$ cat config.mk
export PLATFORM = sky130hd
export DESIGN_NAME = alut_wb_slave
export DESIGN_NICKNAME = d
export VERILOG_FILES = /design/src/alut_pkg.sv /design/src/alut_wb_slave.sv
export SDC_FILE = /design/constraint.sdc
export NUM_CORES = 1
export LEC_CHECK = 0
export BUFFER_PORTS_ARGS = -buffer_cell sky130_fd_sc_hd__buf_2
export CORE_UTILIZATION = 50
export DETAILED_ROUTE_END_ITERATION = 16
export PLACE_DENSITY = 0.79
export SLEW_MARGIN = 30
export SYNTH_ARGS = -nofsm -noshare
export SYNTH_HDL_FRONTEND = slang
export SYNTH_SLANG_ARGS = --single-unit
export TNS_END_PERCENT = 30
$ cat constraint.sdc
create_clock -name pclk15 -period 4.7 [get_ports pclk15]
set_clock_uncertainty 0.2 [all_clocks]
set_input_delay 0.47 -clock pclk15 [delete_from_list [all_inputs] [get_ports pclk15]]
set_output_delay 0.47 -clock pclk15 [all_outputs]
set_load 0.02 [all_outputs]
$ cat src/alut_pkg.sv
//------------------------------
// shared types for the address lookup table
// hash is a plain byte xor, collisions overwrite
//------------------------------
package alut_pkg;

   // command op, bit 0 of reg_cmd
   typedef enum logic {
      op_learn  = 1'b0,
      op_lookup = 1'b1
   } alut_op_e;

   //------------------------------
   // table word, 83 bits
   //------------------------------
   typedef struct packed {
      logic        valid;      // entry in use
      logic [1:0]  port;       // switch port
      logic [31:0] stamp;      // time of learn
      logic [47:0] mac;
   } alut_entry_t;

   // slave -> address checker
   typedef struct packed {
      logic [47:0] mac;
      logic [1:0]  port;
      alut_op_e    op;
   } alut_cmd_t;

   // address checker -> slave
   typedef struct packed {
      logic       hit;
      logic [1:0] port;        // zero on a miss or a learn
   } alut_result_t;

   //------------------------------
   // register map, word addresses
   //------------------------------
   localparam logic [2:0] reg_mac_lo    = 3'd0; // mac[31:0]
   localparam logic [2:0] reg_mac_hi    = 3'd1; // [15:0] mac[47:32], [17:16] port
   localparam logic [2:0] reg_cmd       = 3'd2; // [0] op, write issues the command
   localparam logic [2:0] reg_status    = 3'd3; // [0] busy, [1] hit, [3:2] port, read only
   localparam logic [2:0] reg_age_limit = 3'd4; // 0 = aging off

   // xor of the six mac bytes
   function automatic logic [7:0] alut_hash(input logic [47:0] mac);
      logic [7:0] h;
      h = '0;
      for (int i = 0; i < 6; i++)
         h ^= mac[i*8 +: 8];
      return h;
   endfunction

endpackage

$ cat src/alut_wb_slave.sv
//------------------------------
// wishbone classic slave, 32-bit, one command in flight
// reg_cmd write stalls ack until the checker takes it
//------------------------------
module alut_wb_slave
(
   input  logic                   pclk15,
   input  logic                   rst_n,
   input  logic [2:0]             adr,
   input  logic [31:0]            dat_w,
   input  logic                   we,
   input  logic                   cyc,
   input  logic                   stb,
   output logic [31:0]            dat_r,
   output logic                   ack,
   output alut_pkg::alut_cmd_t    cmd,
   output logic                   cmd_valid,
   input  logic                   cmd_ready,
   input  alut_pkg::alut_result_t result,
   input  logic                   result_valid,
   output logic [31:0]            age_limit
);
   import alut_pkg::*;

   typedef struct packed {
      logic [1:0] port;
      logic       hit;
      logic       busy;
   } status_t;

   logic [47:0] mac_r;
   logic [1:0]  port_r;
   alut_op_e    op_r;
   status_t     status;
   logic        req;       // bus cycle not yet acked
   logic        cmd_wr;    // command issue
   logic [31:0] rd_mux;

   assign req    = cyc & stb & ~ack;
   assign cmd_wr = req & we & (adr == reg_cmd);
   assign cmd    = '{mac: mac_r, port: port_r, op: op_r};

   // readback
   always_comb
   begin
      case (adr)
         reg_mac_lo:    rd_mux = mac_r[31:0];
         reg_mac_hi:    rd_mux = {14'd0, port_r, mac_r[47:32]};
         reg_cmd:       rd_mux = {31'd0, op_r};
         reg_status:    rd_mux = {28'd0, status};
         reg_age_limit: rd_mux = age_limit;
         default:       rd_mux = '0;
      endcase
   end

   //------------------------------
   // control, ack and command handshake
   //------------------------------
   always_ff @(posedge pclk15)
   begin
      if (!rst_n)
      begin
         ack       <= 1'b0;
         cmd_valid <= 1'b0;
         status    <= '0;
         age_limit <= '0;
      end
      else
      begin
         ack <= 1'b0;
         if (cmd_valid && cmd_ready)
         begin
            cmd_valid   <= 1'b0;   // taken, release the bus
            ack         <= 1'b1;
            status.busy <= 1'b1;
         end
         else if (cmd_wr && !cmd_valid && !status.busy)
            cmd_valid <= 1'b1;     // previous result must be in first
         else if (req && !cmd_wr)
         begin
            ack <= 1'b1;           // plain access, one cycle
            if (we && adr == reg_age_limit)
               age_limit <= dat_w;
         end
         if (result_valid)
         begin
            status.busy <= 1'b0;
            status.hit  <= result.hit;
            status.port <= result.port;
         end
      end
   end

   // host data and read data
   always_ff @(posedge pclk15)
   begin
      if (req && we)
      begin
         case (adr)
            reg_mac_lo: mac_r[31:0] <= dat_w;
            reg_mac_hi:
            begin
               mac_r[47:32] <= dat_w[15:0];
               port_r       <= dat_w[17:16];
            end
            reg_cmd:    op_r <= alut_op_e'(dat_w[0]);
            default:    ;                          // status is read only
         endcase
      end
      if (req && !we)
         dat_r <= rd_mux;
   end

   // host keeps stb up until it sees ack
   a_ack_needs_stb: assert property (@(posedge pclk15) disable iff (!rst_n)
      ack |-> stb);

endmodule

==> impl_metrics.env <==
export IMPL_fin_tns_setup_ps=0
export IMPL_yosys_area_top_type="edfxtp_1"
export IMPL_start_util_pct=51.81
export IMPL_die_area_um2=10020
export IMPL_crit_type="in -> reg"
export IMPL_netlist_top_cells_area="edfxtp_1, dfxtp_1, mux2i_1"
export IMPL_grt_util_all_layers_pct=23.82
export IMPL_drive_gt1_share_pct=37.67
export IMPL_r2r_end="age_limit[4]"
export IMPL_ys_seq_area_share_pct=67.64
export IMPL_maxCapViolations=0
export IMPL_yosysWarnings=0
export IMPL_dp_hpwl_um=7395
export IMPL_n_antenna_cell=0
export IMPL_cts_tree="built"
export IMPL_synth_top_area_share_pct=51.82
export IMPL_cts_htree_levels=4
export IMPL_hold_viol_final=0
export IMPL_regToRegSetupSlack_ps=2510
export IMPL_synthArstFlopShare_pct=0
export IMPL_routed_wl_um=11810
export IMPL_critPathMaxFanout=27
export IMPL_clock_sinks=121
export IMPL_total_power_mw=2.678
export IMPL_clock_path_buffers=2
export IMPL_grt_antenna_before_repair=0
export IMPL_grt_pass1_vias=3561
export IMPL_final_setup_viol_count=0
export IMPL_max_freq_ghz=0.4240
export IMPL_cellPowerDensity_nw_per_um2=400.8
export IMPL_syn2layout_area_growth_pct=38.94
export IMPL_start_kind="primary input"
export IMPL_worstPathArrival_ps=2580
export IMPL_slew_viol_final=0
export IMPL_seqCellArea_um2=3253
export IMPL_reg2reg_from="ack"
export IMPL_wl_per_cell_um=16.75
export IMPL_grt_pass1_wl_um=17810
export IMPL_fillCellCount=654
export IMPL_numCtsBuffers=17
export IMPL_min_period_over_period_pct=50.18
export IMPL_ys_types=30
export IMPL_clockRootBuffer="clkbuf_8"
export IMPL_vias_per_cell=5.054
export IMPL_num_rows=35
export IMPL_fin_area_um2=6683
export IMPL_num_vias=3563
export IMPL_place_congestion=0.7760
export IMPL_synth_edf_count=83
export IMPL_hold_depth=1
export IMPL_synthCells=369
export IMPL_irDropWorstVdd_mv=0.2271
export IMPL_hp_class="in -> reg"
export IMPL_gr_total_overflow=0
export IMPL_worst_pin_slew_ps=704.8
export IMPL_hold_end="mac_r[0]"
export IMPL_io_pins=162
export IMPL_core_area_um2=9284
export IMPL_status="finished clean"
export IMPL_fin_crit_ps=2359
export IMPL_dr_pass1_iters=4
export IMPL_port_buffers=161
export IMPL_syn_area_um2=4810
export IMPL_postRouteAntennaNets=0
export IMPL_hp_start="dat_w[0]"
export IMPL_clk_latency_ps=500
export IMPL_grt_max_degree=71
export IMPL_syn_area_per_cell_um2=13.03
export IMPL_crit_required_ps=4920
export IMPL_synth_seq_cells=121
export IMPL_die_w_um=100.1
export IMPL_nNetsFinal=608
export IMPL_synth_most_common_cell="edfxtp_1"
export IMPL_worstSetupEndpointType="flop"
export IMPL_ys_flop_type="edfxtp_1"
export IMPL_postCtsSetupBuffers=0
export IMPL_drt_iter0_drc=120
export IMPL_p_leak_nw=2.693
export IMPL_syn_nets=414
export IMPL_worst_r2r_cell_count=5
export IMPL_cts_resized_gates=0
export IMPL_slew_headroom_pct=53.01
export IMPL_path_clk_slew_ps=60
export IMPL_placed_area_um2=5715
export IMPL_die_y_um=100.1
export IMPL_rsz0062_at_grt="no"
export IMPL_synthTopCellsByCount="edfxtp_1, nand2_1, mux2i_1, dfxtp_1, nor2_1"
export IMPL_route_detailed_drc=0
export IMPL_multi_input_area_um2=1435
export IMPL_holdWs_ps=30.98
export IMPL_postCtsHoldBufs=31
[kinds of logic after synthesis]
group / synth area share, %
compound gates: 3.200
mux: 13.97
flops: 67.64
simple gates: 12.30
buf+inv: 2.888
[worst max path at each step]
stage                               to  cells after the start  slack (ps)   start
final                     age_limit[4]                      6        2340  adr[1]
after global routing      age_limit[5]                      6        2250  adr[1]
after CTS                 age_limit[4]                      5        2120  adr[1]
after detailed placement  age_limit[3]                      5        1620  adr[1]
after global placement    age_limit[4]                      5        1730  adr[1]
after floorplan               mac_r[0]                      4         700  adr[2]
[worst max-delay path: stages]
cell,delay (ps)
buf_2,270
or2_1,560
nor4b_4,520
buf_4,280
buf_12,220
mux2i_1,230
[per-layer routing]
metal / vias to the layer above / wire [µm] / part of all wire, % / track usage [%]
li1: 1695 / - / - / -
met1: 1724 / 5028 / 43 / 28.57
met2: 129 / 5926 / 50 / 40.74
met3: 15 / 673 / 5.7 / 6.894
met4: 0 / 182 / 1.5 / 9.253
met5: - / 0 / 0 / 0
[sequential cells by signal, summed over array words and instances (netlist names)]
name and count:
op_r 1, status 4, mac_r 48, dat_r 32, cmd_valid 1, port_r 2, age_limit 32, ack 1
[per-stage QoR]
step	util (%)	setup WS, ps	std cells
2_1_floorplan	-	697.3	369
3_3_place_gp	61.54	1728	640
3_5_place_dp	61.56	1624	640
4_1_cts	71.60	2119	703
5_1_grt	71.98	2255	705
6_report	71.98	2341	705
[power breakdown]
part	internal, mW	leakage [nW]	switching (mW)
registers	1.15	1.04	0.00640
logic	0.0681	1.36	0.0927
clock network	0.907	0.296	0.449
total	2.13	2.69	0.548
[area by class of cell]
cell class,instances,share of cell area [%]
flip-flops and latches,121,48.68
multi-input cells,223,21.48
repair buffers,200,18.12
clock buffers,18,6.254
clock inverters,14,3.052
well taps,129,2.415
[layout by cell type (no fill, tap or decap), types with 2 or more instances in the layout]
master,n
mux2i_1,66
nand3_1,3
bufinv_16,5
dlygate4sd3_1,31
clkinv_1,2
buf_2,160
nor2b_1,6
or2_2,14
o21a_1,2
a22oi_1,2
nor2_1,18
a21oi_1,14
buf_4,7
clkinvlp_4,3
o21ai_0,3
nand2_1,78
clkbuf_16,16
clkinv_2,3
a2bb2oi_1,3
edfxtp_1,83
dfxtp_1,38
Note: power is estimated with default switching activity, not from simulation.
